### config.mk
export PLATFORM = sky130hd
export DESIGN_NAME = periph_addr_decode
export DESIGN_NICKNAME = d
export VERILOG_FILES = /design/src/design/periph_pkg.sv /design/src/design/periph_addr_decode.sv
export SDC_FILE = /design/constraint.sdc
export NUM_CORES = 1
export LEC_CHECK = 0
export BUFFER_PORTS_ARGS = -buffer_cell sky130_fd_sc_hd__buf_2
export CAP_MARGIN = 20
export CORE_AREA = 2 2 237 239
export DETAILED_ROUTE_END_ITERATION = 7
export DIE_AREA = 0 0 239 241
export GPL_TIMING_DRIVEN = 0
export PLACE_DENSITY = 0.39
export SLEW_MARGIN = 10
export SYNTH_ARGS = -nofsm -noshare
export SYNTH_HDL_FRONTEND = slang
export SYNTH_SLANG_ARGS = --single-unit
### constraint.sdc
create_clock -name clk_i -period 8 [get_ports clk_i]
set_input_delay 2 -clock clk_i [delete_from_list [all_inputs] [get_ports clk_i]]
set_output_delay 2 -clock clk_i [all_outputs]
set_load 0.03 [all_outputs]
### src/design/periph_pkg.sv
/* Shared definitions for the peripheral configuration subsystem. Bus widths,
   the address map, register-bus structs, the FLL config word and the boot image. */
package periph_pkg;

  // ==============================
  // widths and address map
  // ==============================
  localparam int unsigned AddrWidth = 16;  // apb byte address.
  localparam int unsigned DataWidth = 32;

  localparam logic [DataWidth-1:0] BootromBase = 32'h0000_0000;
  localparam logic [DataWidth-1:0] BootromSize = 32'h0000_1000;  // 4 KiB.
  localparam logic [DataWidth-1:0] FllBase     = 32'h0000_1000;
  localparam logic [DataWidth-1:0] FllSize     = 32'h0000_0100;  // one slot per fll.
  localparam logic [DataWidth-1:0] FllWindow   = 32'h0000_1000;  // room for 16 slots.
  localparam logic [DataWidth-1:0] MemBase     = 32'h0000_8000;
  localparam logic [DataWidth-1:0] MemSize     = 32'h0000_8000;  // 32 KiB.

  // ==============================
  // register bus
  // ==============================
  typedef struct packed {
    logic [DataWidth-1:0] addr;
    logic [DataWidth-1:0] wdata;
    logic                 write;
    logic                 valid;
  } reg_req_t;

  typedef struct packed {
    logic [DataWidth-1:0] rdata;
    logic                 ready;
    logic                 error;
  } reg_rsp_t;

  // the mode bit of the FLL config word selects the view (1 = closed loop).
  typedef struct packed {
    logic        mode;
    logic        enable;
    logic [13:0] rsvd;
    logic [15:0] dco;
  } fll_open_t;

  typedef struct packed {
    logic        mode;
    logic        enable;
    logic [15:0] rsvd;
    logic [9:0]  mult;
    logic [3:0]  div_exp;
  } fll_closed_t;

  typedef union packed {
    fll_open_t   open_loop;
    fll_closed_t closed_loop;
  } fll_cfg_u;

  // ==============================
  // boot image
  // ==============================
  localparam int unsigned BootWords = 16;

  function automatic logic [BootWords-1:0][DataWidth-1:0] boot_image_init();
    logic [BootWords-1:0][DataWidth-1:0] img;
    for (int k = 0; k < BootWords; k++) begin
      img[k] = 32'hB007_0000 + k;
    end
    return img;
  endfunction

  localparam logic [BootWords-1:0][DataWidth-1:0] BootImage = boot_image_init();

endpackage

### src/design/periph_addr_decode.sv
/* Register-bus address decoder. Forwards a request to exactly one target with
   the address rebased to its region, and answers unmapped accesses with an error. */
module periph_addr_decode #(
  parameter int unsigned NumFll = 3
) (
  input  logic                 clk_i,
  input  logic                 reset_i,
  input  periph_pkg::reg_req_t req_i,
  output periph_pkg::reg_rsp_t rsp_o,
  output periph_pkg::reg_req_t rom_req_o,
  input  periph_pkg::reg_rsp_t rom_rsp_i,
  output periph_pkg::reg_req_t fll_req_o [NumFll],
  input  periph_pkg::reg_rsp_t fll_rsp_i [NumFll],
  output periph_pkg::reg_req_t mem_req_o,
  input  periph_pkg::reg_rsp_t mem_rsp_i
);

  localparam int unsigned IdxWidth = $clog2(periph_pkg::FllWindow / periph_pkg::FllSize);

  logic [periph_pkg::DataWidth-1:0] rom_off;
  logic [periph_pkg::DataWidth-1:0] fll_off;
  logic [periph_pkg::DataWidth-1:0] mem_off;
  logic [IdxWidth-1:0]              fll_idx;
  logic                             sel_rom;
  logic                             sel_fll;
  logic                             sel_mem;
  logic                             sel_none;
  logic                             err_q;

  // offsets wrap below the base, so one compare covers the region.
  assign rom_off = req_i.addr - periph_pkg::BootromBase;
  assign fll_off = req_i.addr - periph_pkg::FllBase;
  assign mem_off = req_i.addr - periph_pkg::MemBase;
  assign fll_idx = fll_off[$clog2(periph_pkg::FllSize) +: IdxWidth];

  assign sel_rom  = rom_off < periph_pkg::BootromSize;
  assign sel_fll  = (fll_off < periph_pkg::FllWindow) && (fll_idx < NumFll);
  assign sel_mem  = mem_off < periph_pkg::MemSize;
  assign sel_none = ~(sel_rom | sel_fll | sel_mem);

  // ==============================
  // request fan-out
  // ==============================
  always_comb begin
    rom_req_o       = req_i;
    rom_req_o.addr  = rom_off;
    rom_req_o.valid = req_i.valid & sel_rom;
    mem_req_o       = req_i;
    mem_req_o.addr  = mem_off;
    mem_req_o.valid = req_i.valid & sel_mem;
    for (int n = 0; n < NumFll; n++) begin
      fll_req_o[n]       = req_i;
      fll_req_o[n].addr  = fll_off & (periph_pkg::FllSize - 1);
      fll_req_o[n].valid = req_i.valid & sel_fll & (fll_idx == n);
    end
  end

  // one-cycle error responder for holes in the map
  always_ff @(posedge clk_i) begin
    if (reset_i) begin
      err_q <= 1'b0;
    end else begin
      err_q <= req_i.valid & sel_none & ~err_q;
    end
  end

  // ==============================
  // response mux
  // ==============================
  always_comb begin
    rsp_o = '0;
    if (sel_rom) begin
      rsp_o = rom_rsp_i;
    end else if (sel_mem) begin
      rsp_o = mem_rsp_i;
    end else if (sel_fll) begin
      for (int n = 0; n < NumFll; n++) begin
        if (fll_idx == n) rsp_o = fll_rsp_i[n];
      end
    end else begin
      rsp_o.ready = err_q;
      rsp_o.error = err_q;
    end
  end

endmodule

-- Word level (Yosys, flattened, before mapping)
Cells that the tools add are included.
- $add $sub $neg: 2
- $lt $le $gt $ge: 4
- eq/ne operators: 2
- mux-type cells: 7
- bitwise gates (word level): 12
- reductions and logical operators: 2
- operator list (kind ; count):
    $mux 34 ; 5
    $lt 32x13->1 const B ; 2
    $lt 32x16->1 const B ; 1
    $mux 32 ; 1
    $sub 32x13->32 const B ; 1
    $sub 32x16->32 const B ; 1
    $and 1x1->1 ; 8
    $eq 4x1->1 const B ; 1
    $eq 4x2->1 const B ; 1
    $logic_not 4->1 ; 1
    $lt 4x2->1 const B ; 1
    $mux 2 ; 1
    $not 1->1 ; 2
    $or 1x1->1 ; 2
    $logic_and 1x1->1 ; 1
- flip-flop bits (word level): 1
- output and inout bits: 364
- word-level logic and storage cells: 30

-- Depth between registers and ports, before layout
Gate-level depths: netlist of the first run.
- depth after elaboration: 8
- depth in mapped cells: 12
- gate-level depth less buffers: 9

-- Worst setup path before layout of the first run
Ideal clock, no wire load.
- path type: input to output
- from: input req_i[49] (netlist bit)
- to: output fll_req_o[0] (netlist bit)
- arrival: 5.192 ns
- slack: 0.808 ns
- stages: 10
- cells stage by stage: clkbuf_1 inv_1 ha_1 clkbuf_1 nor2b_1 mux2_2 a2111oi_0 nand4_1 clkbuf_1 nor4_1
- RTL lines (element ; line ; text):
    start, declared ; periph_addr_decode.sv:8 ; input periph_pkg::reg_req_t req_i,
    end, declared ; periph_addr_decode.sv:12 ; output periph_pkg::reg_req_t fll_req_o [NumFll],

==> impl_summary.txt, run 1 <==
----------------------------------------------------
[Yosys]
  Synthesized area per cell ... between 6 and 7 um2
  Yosys warning total ... 0
  Post-synthesis sequential area ratio ... 0.4497%
  Share of Yosys cell area claimed by the top area cell type ... 52.11%
  Number of enable flip-flop cells after synthesis ... 0
  Proportion of synthesized flip-flops having asynchronous set or reset ... 0%
  Summed instance area of the synthesized netlist ... 4452 um2
  Cell taking the most area after synthesis ... sky130_fd_sc_hd__buf_4
  Top cells by area, synth ... sky130_fd_sc_hd__buf_4, sky130_fd_sc_hd__a221o_1, sky130_fd_sc_hd__a2111oi_0
  Gate count after technology mapping ... between 600 and 700
  Library cells used by synthesis ... 48
  Main flop type after synthesis ... sky130_fd_sc_hd__dfxtp_1
  Number of storage elements in the synthesis netlist ... 1

[Critical path]
  Data arrival time of the worst path ... 5720 ps
  WS Path Type ... in -> out
  Biggest cell delay along the critical path ... 540 ps
  Crit end category ... primary output
  Worst reg2reg path depth ... 2
  Cell with the biggest individual delay on the critical path ... sky130_fd_sc_hd__a2111oi_0
  Cells along the critical path ... clkbuf_1, inv_1, ha_1, clkbuf_1, nor2b_1, mux2_2, a2111oi_0, nand4_1, buf_4, buf_4, buf_1, a2111oi_2, a221o_1, buf_2
  Slack of the worst reg-to-reg path ... 7060 ps
  CP max FO ... 10
  Type of element launching the critical path ... primary input
  End of the worst register-to-register path ... err_q
  Endpoint required time on the critical path ... 6000 ps
  Reg2reg start ... err_q

[CTS]
  Register clock-pin slew on the reported worst setup and hold paths ... 0 ps
  Clock insertion delay at the later pin of the skew report ... 0 ps
  Number of hold buffers added after CTS ... 0

[Drt]
  Count of vias placed by the detailed router ... approximately 6000
  Final wirelength ... 30440 um
  Count of nets left with antenna violations after detail routing ... 0
  Post-route DRC violation count ... 0
  Per-cell routed wire length ... 15.98 um
  Average via count per standard cell ... 3.213
  Number of DRC markers in iteration 0 ... approximately 170
  Detailed Routing Iterations Pass 1 ... 5

[Floorplanning]
  Die area ... 57600 um2
  Core area ... 54880 um2
  Floorplan die width ... 239 um
  Initial Utilization ... 8.112%
  Top-level I/O count ... 602
  Count of standard-cell rows ... 86
  Die outline height ... approximately 240 um

[STA]
  Setup_tns ... 0 ps
  Tightest Pin Transition ... between 900 and 1000 ps
  Number of max-slew violations in the final report ... 0
  Worst slew slack as a fraction of its limit ... approximately a third
  Worst hold slack across all endpoints ... 498.3 ps
  Setup Skew ... 0 ps
  Endpoints failing hold ... 0
  Post-route fraction of the period consumed by the critical path ... between 90% and 100%
  RSZ-0062 raised after global routing ... false
  Minimum period implied by the final worst setup slack ... 7718 ps
  Maximum clock frequency ... 129.6 MHz
  Worst setup margin ... ~280 ps
  Final setup violation count ... 0

[Place]
  Placed wire-length estimate after detailed placement ... between 20000 and 30000 um
  Cell area after placement ... slightly above 8000 um2
  Routability cong. ... 0.7027
  # port buffers ... 480
  Place WS ... -703.9 ps
  Placed cells ... 1901

[Power]
  Total power ... 0.4822 mW
  Internal Pwr Total ... 0.1939 mW
  Static power due to leakage ... approximately 4.3 nW
  Share of power burned in combinational logic ... 98.9%
  Switching Fraction ... 59.79%
  Largest vdd supply drop ... 0.02877 mV
  Clock group share of total power ... 0%
  Power density of the placed cells ... 59.59 nW/um2
  Sw Pwr ... between 0.2 and 0.3 mW
  Sequential fraction of design power ... 1.1%

[Global routing]
  Via count of the first global-routing pass ... 5726
  Number of antenna violations at the first check in global routing ... 6
  Largest net degree at the start of global routing ... 11
  Global route total overflow ... 0
  Overall fraction of global-route tracks in use ... 9.250%
  Wire length of the first global-routing pass ... 39100 um

[Job]
  Total of max-cap violations ... 0

[Layout]
  Register name with the most flops ... err_q
  Most used cells in the layout excluding fill and tap cells ... sky130_fd_sc_hd__buf_2, sky130_fd_sc_hd__buf_4, sky130_fd_sc_hd__conb_1
  Registers with the most flip-flops ... err_q: 1 flops
  Filler Cell Count ... between 6000 and 7000
  Area growth from synthesis to layout ... 81.79%
  Final Instance Count excl. Fillers ... between 1500 and 2000
  Net count reported at finish ... 1442
  Cell area after layout ... 8093 um2
  Flip-flop count of the largest register after layout ... 1
  Share of cells above drive strength 1 ... 69.17%
  Share of the core filled with cells ... 14.75%
  Most common library cell in the layout ignoring fill and taps ... sky130_fd_sc_hd__buf_2

[Hold path]
  Worst hold path endpoint ... err_q
  Startpoint of the worst hold path ... err_q
  Type of the most critical hold path ... reg -> reg
  Hold Path Cell Cnt ... 2

[Run status]
  Outcome ... complete, no violations

----------------------------------------------------
how the worst max path moves through the flow:
| stage | from | to | slack [ps] |
|---|---|---|---|
| after floorplan | req_i[49] | fll_req_o[0] | 810 |
| after global placement | req_i[43] | rsp_o[26] | -1680 |
| after detailed placement | req_i[49] | rsp_o[2] | -700 |
| after CTS | req_i[49] | rsp_o[27] | 30 |
| after global routing | req_i[50] | rsp_o[22] | 20 |
| final | req_i[50] | rsp_o[21] | 280 |
per-layer routing:
metal | global-route usage, % | routed length [um] | share of wire, %
met3 | 2.402 | 2759 | 9.1
met4 | 0.3977 | 127 | 0.42
met1 | 10.54 | 11520 | 38
met2 | 17.95 | 15990 | 53
met5 | 0 | 41 | 0.13
cell type report:
cell class / instances / area (um2) / share of cell area [%]
Timing Repair Buffer: 488 / 2462 / 30.43
Sequential cell: 1 / 20.02 / 0.2474
Antenna cell: 1 / 2.502 / 0.03092
Buffer: 344 / 2474 / 30.57
Tap cell: 704 / 880.8 / 10.88
Inverter: 7 / 26.28 / 0.3247
Multi-Input combinational cell: 360 / 2227 / 27.52
critical path, delay by kind of cell:
kind	cells	cell delay, ps
buf+inv	7	1650
simple gates	2	400
fa+ha+maj	1	200
mux	1	290
compound gates	3	1160
power groups by stage:
stage                     logic, mW  clock network [mW]  registers [mW]
final                         0.477        0.0000000167         0.00549
after CTS                     0.479                   0         0.00549
after floorplan               0.340                   0         0.00546
after global placement        0.477                   0         0.00547
after detailed placement      0.478                   0         0.00549
after global routing          0.506        0.0000000167         0.00555
synthesized netlist by cell type (6+ instances only):
cell type / n
sky130_fd_sc_hd__buf_4: 309
sky130_fd_sc_hd__nor2_1: 47
sky130_fd_sc_hd__nand2_1: 42
sky130_fd_sc_hd__o21ai_0: 39
sky130_fd_sc_hd__a221o_1: 32
sky130_fd_sc_hd__clkbuf_1: 28
sky130_fd_sc_hd__a2111oi_0: 23
sky130_fd_sc_hd__a2111oi_2: 10
sky130_fd_sc_hd__xnor2_1: 9
sky130_fd_sc_hd__nor3_1: 8
sky130_fd_sc_hd__inv_1: 7
sky130_fd_sc_hd__nor4_1: 7
sky130_fd_sc_hd__a21oi_1: 6
logic make-up after synthesis:
kind of cell | after synthesis | synth area share, %
flops | 1 | 0.4497
buf+inv | 351 | 56.07
fa+ha+maj | 2 | 0.5620
compound gates | 129 | 23.97
other cells | 1 | 0.08424
xor+xnor | 11 | 2.164
mux | 2 | 0.5059
simple gates | 144 | 16.19
repair_timing:
action / in CTS / in global routing
pin swaps: 1 / 0
resized for setup: 4 / 4
buffers inserted: 3 / 0
setup endpoints to repair: 37 / 19
Power figures use the tool's default switching activity.
==> inputs of run 2 (changes only) <==
--- a/config.mk
+++ b/config.mk
@@ -7,9 +7,9 @@
 export LEC_CHECK = 0
 export BUFFER_PORTS_ARGS = -buffer_cell sky130_fd_sc_hd__buf_2
 export CAP_MARGIN = 20
-export CORE_AREA = 2 2 237 239
+export CORE_AREA = 2 2 233 235
 export DETAILED_ROUTE_END_ITERATION = 7
-export DIE_AREA = 0 0 239 241
+export DIE_AREA = 0 0 235 237
 export GPL_TIMING_DRIVEN = 0
 export PLACE_DENSITY = 0.39
 export SLEW_MARGIN = 10
==> run 2 against run 1 <==
  * Utilization grew 0.43 points
  * Design area is essentially flat
  * Sequential power is essentially flat
  * Cell count shrank 0.52%
  * Total power grew 0.27%
  * Critical path depth is the same
  * Clock skew is the same
  * Combinational power is essentially flat
  * Setup slack gained 95 ps
  * Wire length shrank 5.2%
  * Sequential share of layout area is essentially flat
  * Fmax grew 1.2%
  * Critical endpoint is now rsp_o[26]
==> impl_summary.txt, run 2 (same netlist as run 1, synthesis figures left out) <==
----------------------------------------------------
[Layout]
  Most used cells in the layout excluding fill and tap cells ... sky130_fd_sc_hd__buf_2, sky130_fd_sc_hd__buf_4, sky130_fd_sc_hd__conb_1
  Net count reported at finish ... 1440 (-0.14%)
  Final Instance Count excl. Fillers ... 1895 (-0.52%)
  Share of the core filled with cells ... 15.18% (+0.43 points)
  Share of cells above drive strength 1 ... 69.20% (about the same)
  Register name with the most flops ... err_q
  Area growth from synthesis to layout ... 81.65% (about the same)
  Registers with the most flip-flops ... err_q: 1 flops
  Flip-flop count of the largest register after layout ... 1 (unchanged)
  Most common library cell in the layout ignoring fill and taps ... sky130_fd_sc_hd__buf_2

[Hold path]
  Type of the most critical hold path ... reg -> reg

[Global routing]
  Via count of the first global-routing pass ... 5752 (+0.45%)
  Global route total overflow ... 0 (unchanged)
  Wire length of the first global-routing pass ... 39010 um (-0.23%)
  Largest net degree at the start of global routing ... 11 (unchanged)
  Number of antenna violations at the first check in global routing ... 2 (-4)
  Overall fraction of global-route tracks in use ... 9.304% (+0.055 points)

[Drt]
  Top metal layer carrying routed signals ... met4
  Detailed Routing Iterations Pass 1 ... 4 (-1)
  Count of nets left with antenna violations after detail routing ... 0 (unchanged)
  Per-cell routed wire length ... 15.22 um (-4.7%)
  Met3 layer wire length in the routed design ... 1955 um (-29%)
  Final wirelength ... 28850 um (-5.2%)
  Average via count per standard cell ... 3.252 (+1.2%)
  Number of DRC markers in iteration 0 ... 166 (-1.8%)
  Count of vias placed by the detailed router ... 6163 (+0.70%)
  Metal-1 WL ... 11640 um (+1.1%)
  Met2 wire length ... 14980 um (-6.4%)
  Post-route DRC violation count ... 0 (unchanged)

[Floorplanning]
  Top-level I/O count ... 602 (unchanged)
  Die area ... 55700 um2 (-3.3%)
  Die outline height ... 237 um (-1.7%)
  Initial Utilization ... 8.355% (+0.24 points)
  Floorplan die width ... 235 um (-1.7%)
  Core area ... 53280 um2 (-2.9%)
  Count of standard-cell rows ... 85 (-1.2%)

[Place]
  Placed cells ... 1892 (-0.47%)
  Placed wire-length estimate after detailed placement ... 25880 um (-2.9%)
  Routability cong. ... 0.7917 (+13%)
  # port buffers ... 480 (unchanged)

[Critical path]
  Cell with the biggest individual delay on the critical path ... sky130_fd_sc_hd__a2111oi_2
  Endpoint required time on the critical path ... 6000 ps (about the same)
  CP max FO ... 10 (unchanged)
  Type of element launching the critical path ... primary input
  Biggest cell delay along the critical path ... 470 ps (-70 ps)
  Data arrival time of the worst path ... 5620 ps (-100 ps)
  Cells along the critical path ... clkbuf_1, inv_1, ha_1, clkbuf_1, nor2b_1, mux2_2, a2111oi_1, nand4_1, buf_4, buf_6, clkbuf_1, a2111oi_2, a221o_1, buf_2
  Crit end category ... primary output
  Crit-path most repeated cell ... sky130_fd_sc_hd__clkbuf_1
  WS Path Type ... in -> out

[Power]
  Static power due to leakage ... 4.299 nW (-0.18%)
  Largest vdd supply drop ... 0.02394 mV (-17%)
  Power density of the placed cells ... 59.79 nW/um2 (+0.35%)
  Total power ... 0.4835 mW (+0.27%)

[STA]
  Worst slew slack as a fraction of its limit ... 33.75% (+0.11 points)
  Post-route fraction of the period consumed by the critical path ... 95.30% (-1.2 points)
  Tightest Pin Transition ... 991.4 ps (-1.619 ps)
  Final setup violation count ... 0 (unchanged)
  Minimum period implied by the final worst setup slack ... 7624 ps (-94.81 ps)
  RSZ-0062 raised after global routing ... false
  Number of max-slew violations in the final report ... 0 (unchanged)
  Setup_tns ... 0 ps (unchanged)
  Worst hold slack across all endpoints ... 497.8 ps (-0.4510 ps)
  Endpoints failing hold ... 0 (unchanged)
  Setup Skew ... 0 ps (unchanged)
  Maximum clock frequency ... 131.2 MHz (+1.2%)

[CTS]
  Number of hold buffers added after CTS ... 0 (unchanged)
  Register clock-pin slew on the reported worst setup and hold paths ... 0 ps (unchanged)
  Clock insertion delay at the later pin of the skew report ... 0 ps (unchanged)

[Job]
  Total of max-cap violations ... 0 (unchanged)

[Run status]
  Outcome ... complete, no violations

----------------------------------------------------
==> run 2: cell types whose count changed in the layout (fill, tap and decap cells not counted) <==
cell	change
sky130_fd_sc_hd__a2111oi_0	-3
sky130_fd_sc_hd__a2111oi_1	+2
sky130_fd_sc_hd__a2111oi_2	+1
sky130_fd_sc_hd__buf_1	-1
sky130_fd_sc_hd__buf_2	-1
sky130_fd_sc_hd__buf_4	+1
sky130_fd_sc_hd__buf_6	-1
sky130_fd_sc_hd__clkbuf_1	+1
sky130_fd_sc_hd__clkbuf_2	-1
sky130_fd_sc_hd__nor4_2	-1
sky130_fd_sc_hd__nor4_4	+1
==> run 2: layer usage <==
metal | vias to the layer above | track usage, %
met1 | 2804 | 11.42
met4 | 0 | 0.9014
met2 | 362 | 17.69
li1 | 2984 | -
met5 | - | 0
met3 | 13 | 1.189
==> run 2: power breakdown <==
group,switching (mW),internal [mW],total (mW)
sequential,0.000107,0.00538,0.00548
combinational,0.290,0.188,0.478
clock,0,0.0000000167,0.0000000167
total,0.290,0.194,0.484
==> run 2: critical path: cells and delay by family <==
| kind | cells | cell delay, ps |
|---|---|---|
| AO/OA/AOI/OAI | 3 | 1150 |
| adder cells (fa/ha/maj) | 1 | 230 |
| buffers and inverters | 7 | 1580 |
| multiplexers | 1 | 290 |
| AND/OR/NAND/NOR | 2 | 360 |
==> run 2: metrics by stage <==
step / setup slack [ps] / area (um2)
after floorplan: 807.6 / 4718
after global placement: -1187 / 7991
after detailed placement: -700.3 / 8041
after CTS: 70.93 / 8059
after global routing: 12.16 / 8087
final: 376.3 / 8087
==> run 2: cell type report <==
cell class / instances / area, um2
Multi-Input combinational cell: 360 / 2245
Fill cell: 6261 / 45200
Sequential cell: 1 / 20.02
Tap cell: 696 / 870.8
Timing Repair Buffer: 486 / 2451
Antenna cell: 1 / 2.502
Inverter: 7 / 26.28
Buffer: 344 / 2471
==> run 2: worst paths after layout <==
| kind | depth (start not counted) | slack [ps] | startpoint | endpoint |
|---|---|---|---|---|
| hold reg to reg | 2 | 500 | err_q | err_q |
| setup reg to reg | 2 | 7080 | err_q | err_q |
| setup / recovery | 14 | 380 | req_i[49] | rsp_o[26] |
| hold / removal | 2 | 500 | err_q | err_q |
==> run 2: what timing repair did <==
action                     CTS  global route
setup endpoints to repair   24            16
cloned                       0             0
setup buffers                2             0
resized for setup            2             8
pin swaps                    1             0
==> inputs of run 3 (changes only) <==
--- a/config.mk
+++ b/config.mk
@@ -5,13 +5,15 @@
 export SDC_FILE = /design/constraint.sdc
 export NUM_CORES = 1
 export LEC_CHECK = 0
+export ABC_AREA = 1
 export BUFFER_PORTS_ARGS = -buffer_cell sky130_fd_sc_hd__buf_2
 export CAP_MARGIN = 20
-export CORE_AREA = 2 2 233 235
+export CORE_AREA = 2 2 232 234
+export CTS_BUF_LIST = sky130_fd_sc_hd__clkbuf_4
 export DETAILED_ROUTE_END_ITERATION = 7
-export DIE_AREA = 0 0 235 237
+export DIE_AREA = 0 0 234 236
 export GPL_TIMING_DRIVEN = 0
-export PLACE_DENSITY = 0.39
+export PLACE_DENSITY = 0.43
 export SLEW_MARGIN = 10
 export SYNTH_ARGS = -nofsm -noshare
 export SYNTH_HDL_FRONTEND = slang
==> constraint.sdc (replaced) <==
create_clock -name clk_i -period 7 [get_ports clk_i]
set_input_delay 1.75 -clock clk_i [delete_from_list [all_inputs] [get_ports clk_i]]
set_output_delay 1.75 -clock clk_i [all_outputs]
set_load 0.03 [all_outputs]
==> run 3 against run 2 <==
  * Combinational power increased by 22%
  * Critical path depth down 1
  * Cell count grew 20%
  * Design area rose by 15%
  * Critical endpoint is now rsp_o[32]
==> impl_summary.txt, run 3 <==
----------------------------------------------------
[CTS]
  Number of hold buffers added after CTS ... 0 (unchanged)
  Clock insertion delay at the later pin of the skew report ... 0 ps (unchanged)
  Register clock-pin slew on the reported worst setup and hold paths ... 0 ps (unchanged)
  Resized cells post-CTS ... 0 (-2)
  Setup fix buffers added after clock tree synthesis ... 0 (-2)

[Place]
  Placed wire-length estimate after detailed placement ... 28660 um (+11%)
  Placed cells ... 2269 (+20%)
  Place WS ... 396.1 ps (+1096 ps)
  # port buffers ... 488 (+1.7%)
  Routability cong. ... 0.8068 (+1.9%)
  Cell area after placement ... 9338 um2 (+16%)

[STA]
  Number of max-slew violations in the final report ... 0 (unchanged)
  Worst slew slack as a fraction of its limit ... 29.21% (-4.5 points)
  Worst setup margin ... 504.2 ps (+127.9 ps)
  Minimum period implied by the final worst setup slack ... ~6500 ps
  Tightest Pin Transition ... 1062 ps (+70.38 ps)
  Worst hold slack across all endpoints ... 517.7 ps (+19.84 ps)
  Maximum clock frequency ... about 150 MHz
  Post-route fraction of the period consumed by the critical path ... just over 90%
  Endpoints failing hold ... 0 (unchanged)
  RSZ-0062 raised after global routing ... false
  Setup_tns ... 0 ps (unchanged)
  Final setup violation count ... 0 (unchanged)
  Setup Skew ... 0 ps (unchanged)

[Drt]
  Final wirelength ... 32210 um (+12%)
  Count of nets left with antenna violations after detail routing ... 0 (unchanged)
  Number of DRC markers in iteration 0 ... 242 (+46%)
  Per-cell routed wire length ... 14.20 um (-6.7%)
  Detailed Routing Iterations Pass 1 ... 5 (+1)
  Count of vias placed by the detailed router ... 7700 (+25%)
  Post-route DRC violation count ... 0 (unchanged)
  Average via count per standard cell ... 3.394 (+4.3%)

[Floorplanning]
  Die area ... 55220 um2 (-0.85%)
  Floorplan die width ... 234 um (-0.43%)
  Core area ... 53070 um2 (-0.40%)
  Initial Utilization ... 10.84% (+2.5 points)
  Die outline height ... 236 um (-0.42%)
  Top-level I/O count ... 602 (unchanged)
  Count of standard-cell rows ... 85 (unchanged)

[Critical path]
  WS Path Type ... in -> out
  Data arrival time of the worst path ... 4750 ps (-870 ps)
  Endpoint required time on the critical path ... 5250 ps (-750 ps)
  Reg2reg start ... err_q
  Crit-path most repeated cell ... sky130_fd_sc_hd__nand2_1
  Cell with the biggest individual delay on the critical path ... sky130_fd_sc_hd__nor2_2
  Cells along the critical path ... buf_2, nor2_2, nand2_1, nor2_4, nand4_1, nor2_2, inv_2, clkbuf_1, nand2_1, inv_1, nand2_1, nand2_1, buf_2
  Crit end category ... primary output
  CP max FO ... 10 (unchanged)
  Biggest cell delay along the critical path ... 780 ps (+310 ps)
  Type of element launching the critical path ... primary input
  Critical Path Source ... req_i[53]

[Yosys]
  Gate count after technology mapping ... 1014 (+58%)
  Yosys warning total ... 0 (unchanged)
  Main flop type after synthesis ... sky130_fd_sc_hd__dfxtp_1
  Post-synthesis sequential area ratio ... 0.3480% (-0.10 points)
  Proportion of synthesized flip-flops having asynchronous set or reset ... 0% (unchanged)
  Ranking of synthesized cells by instance count ... sky130_fd_sc_hd__buf_4, sky130_fd_sc_hd__nand2_1, sky130_fd_sc_hd__nand3_1
  Library cells used by synthesis ... 31 (-35%)
  Number of enable flip-flop cells after synthesis ... 0 (unchanged)
  Cell taking the most area after synthesis ... sky130_fd_sc_hd__buf_4
  Dominant cell by count in the synthesized netlist ... sky130_fd_sc_hd__buf_4
  Top cells by area, synth ... sky130_fd_sc_hd__buf_4, sky130_fd_sc_hd__nand2_1, sky130_fd_sc_hd__nand3_1
  Share of Yosys cell area claimed by the top area cell type ... 40.45% (-12 points)
  Summed instance area of the synthesized netlist ... 5753 um2 (+29%)
  Number of storage elements in the synthesis netlist ... 1 (unchanged)
  Synthesized area per cell ... 5.674 um2 (-18%)

[Layout]
  Share of cells above drive strength 1 ... 55.82% (-13 points)
  Net count reported at finish ... 1815 (+26%)
  Register name with the most flops ... err_q
  Share of the core filled with cells ... 17.60% (+2.4 points)
  Area growth from synthesis to layout ... 62.31%
  Combined flip-flop and latch cell area ... 20.02 um2 (unchanged)
  Registers with the most flip-flops ... err_q: 1 flops
  Antenna Diode Count ... 0 (-1)
  Combined area of the multi-input logic cells ... 3154 um2 (+41%)
  Most used cells in the layout excluding fill and tap cells ... sky130_fd_sc_hd__buf_2, sky130_fd_sc_hd__buf_4, sky130_fd_sc_hd__nand2_1
  Flip-flop count of the largest register after layout ... 1 (unchanged)
  Final Instance Count excl. Fillers ... 2269 (+20%)
  Cell area after layout ... 9338 um2 (+15%)
  Most common library cell in the layout ignoring fill and taps ... sky130_fd_sc_hd__buf_2
  Filler Cell Count ... 6234 (-0.43%)

[Global routing]
  Largest net degree at the start of global routing ... 11 (unchanged)
  Global route total overflow ... 0 (unchanged)
  Wire length of the first global-routing pass ... 44490 um (+14%)
  Number of antenna violations at the first check in global routing ... 0 (-2)
  Overall fraction of global-route tracks in use ... 10.73% (+1.4 points)
  Via count of the first global-routing pass ... 7294 (+27%)

[Job]
  Total of max-cap violations ... 0 (unchanged)

[Power]
  Static power due to leakage ... 5.622 nW (+31%)
  Power density of the placed cells ... 62.96 nW/um2 (+5.3%)
  Total power ... 0.5879 mW (+22%)
  Largest vdd supply drop ... 0.03311 mV (+38%)

[Hold path]
  Type of the most critical hold path ... reg -> reg
  Startpoint of the worst hold path ... err_q

[Run status]
  Outcome ... complete, no violations

----------------------------------------------------
==> run 3: worst max-delay path, delay by kind of cell <==
| family | cells | cell delay (ps) |
|---|---|---|
| buffers and inverters | 5 | 1090 |
| AND/OR/NAND/NOR | 8 | 1890 |
==> run 3: path summary, 6_finish.rpt <==
path	endpoint	slack, ps	depth (start not counted)
hold / removal	err_q	520	3
hold reg to reg	err_q	520	3
setup reg to reg	err_q	6270	3
setup / recovery	rsp_o[32]	500	13
==> run 3: report_power, final <==
part           total [mW]  internal (mW)  switching (mW)
logic               0.582          0.223           0.358
clock network           0              0               0
registers         0.00630        0.00615        0.000151
total               0.588          0.230           0.358
==> run 3: layout make-up <==
cell class,count,area share [%]
sequential,1,0.2144
buffer,344,27.19
inverter,83,3.336
tap,696,9.326
multi-input combinational,657,33.78
timing repair buffer,488,26.16
==> run 3: metal layers <==
metal / up-vias / global-route usage (%) / wire [um]
li1: 3913 / - / -
met1: 3387 / 13.28 / 13500
met2: 380 / 19.79 / 15880
met3: 20 / 1.281 / 2249
met4: 0 / 1.880 / 589
met5: - / 0 / 0
==> run 3: cell families (layout without fill, tap and decap cells) <==
logic type | count (synthesis) | after routing | share of synthesized area, %
compound gates | 71 | 71 | 8.003
xor+xnor | 4 | 4 | 0.7396
fa+ha+maj | 2 | 2 | 0.4349
buf+inv | 427 | 915 | 49.54
flops | 1 | 1 | 0.3480
other cells | 1 | 72 | 0.06518
simple gates | 508 | 508 | 40.87
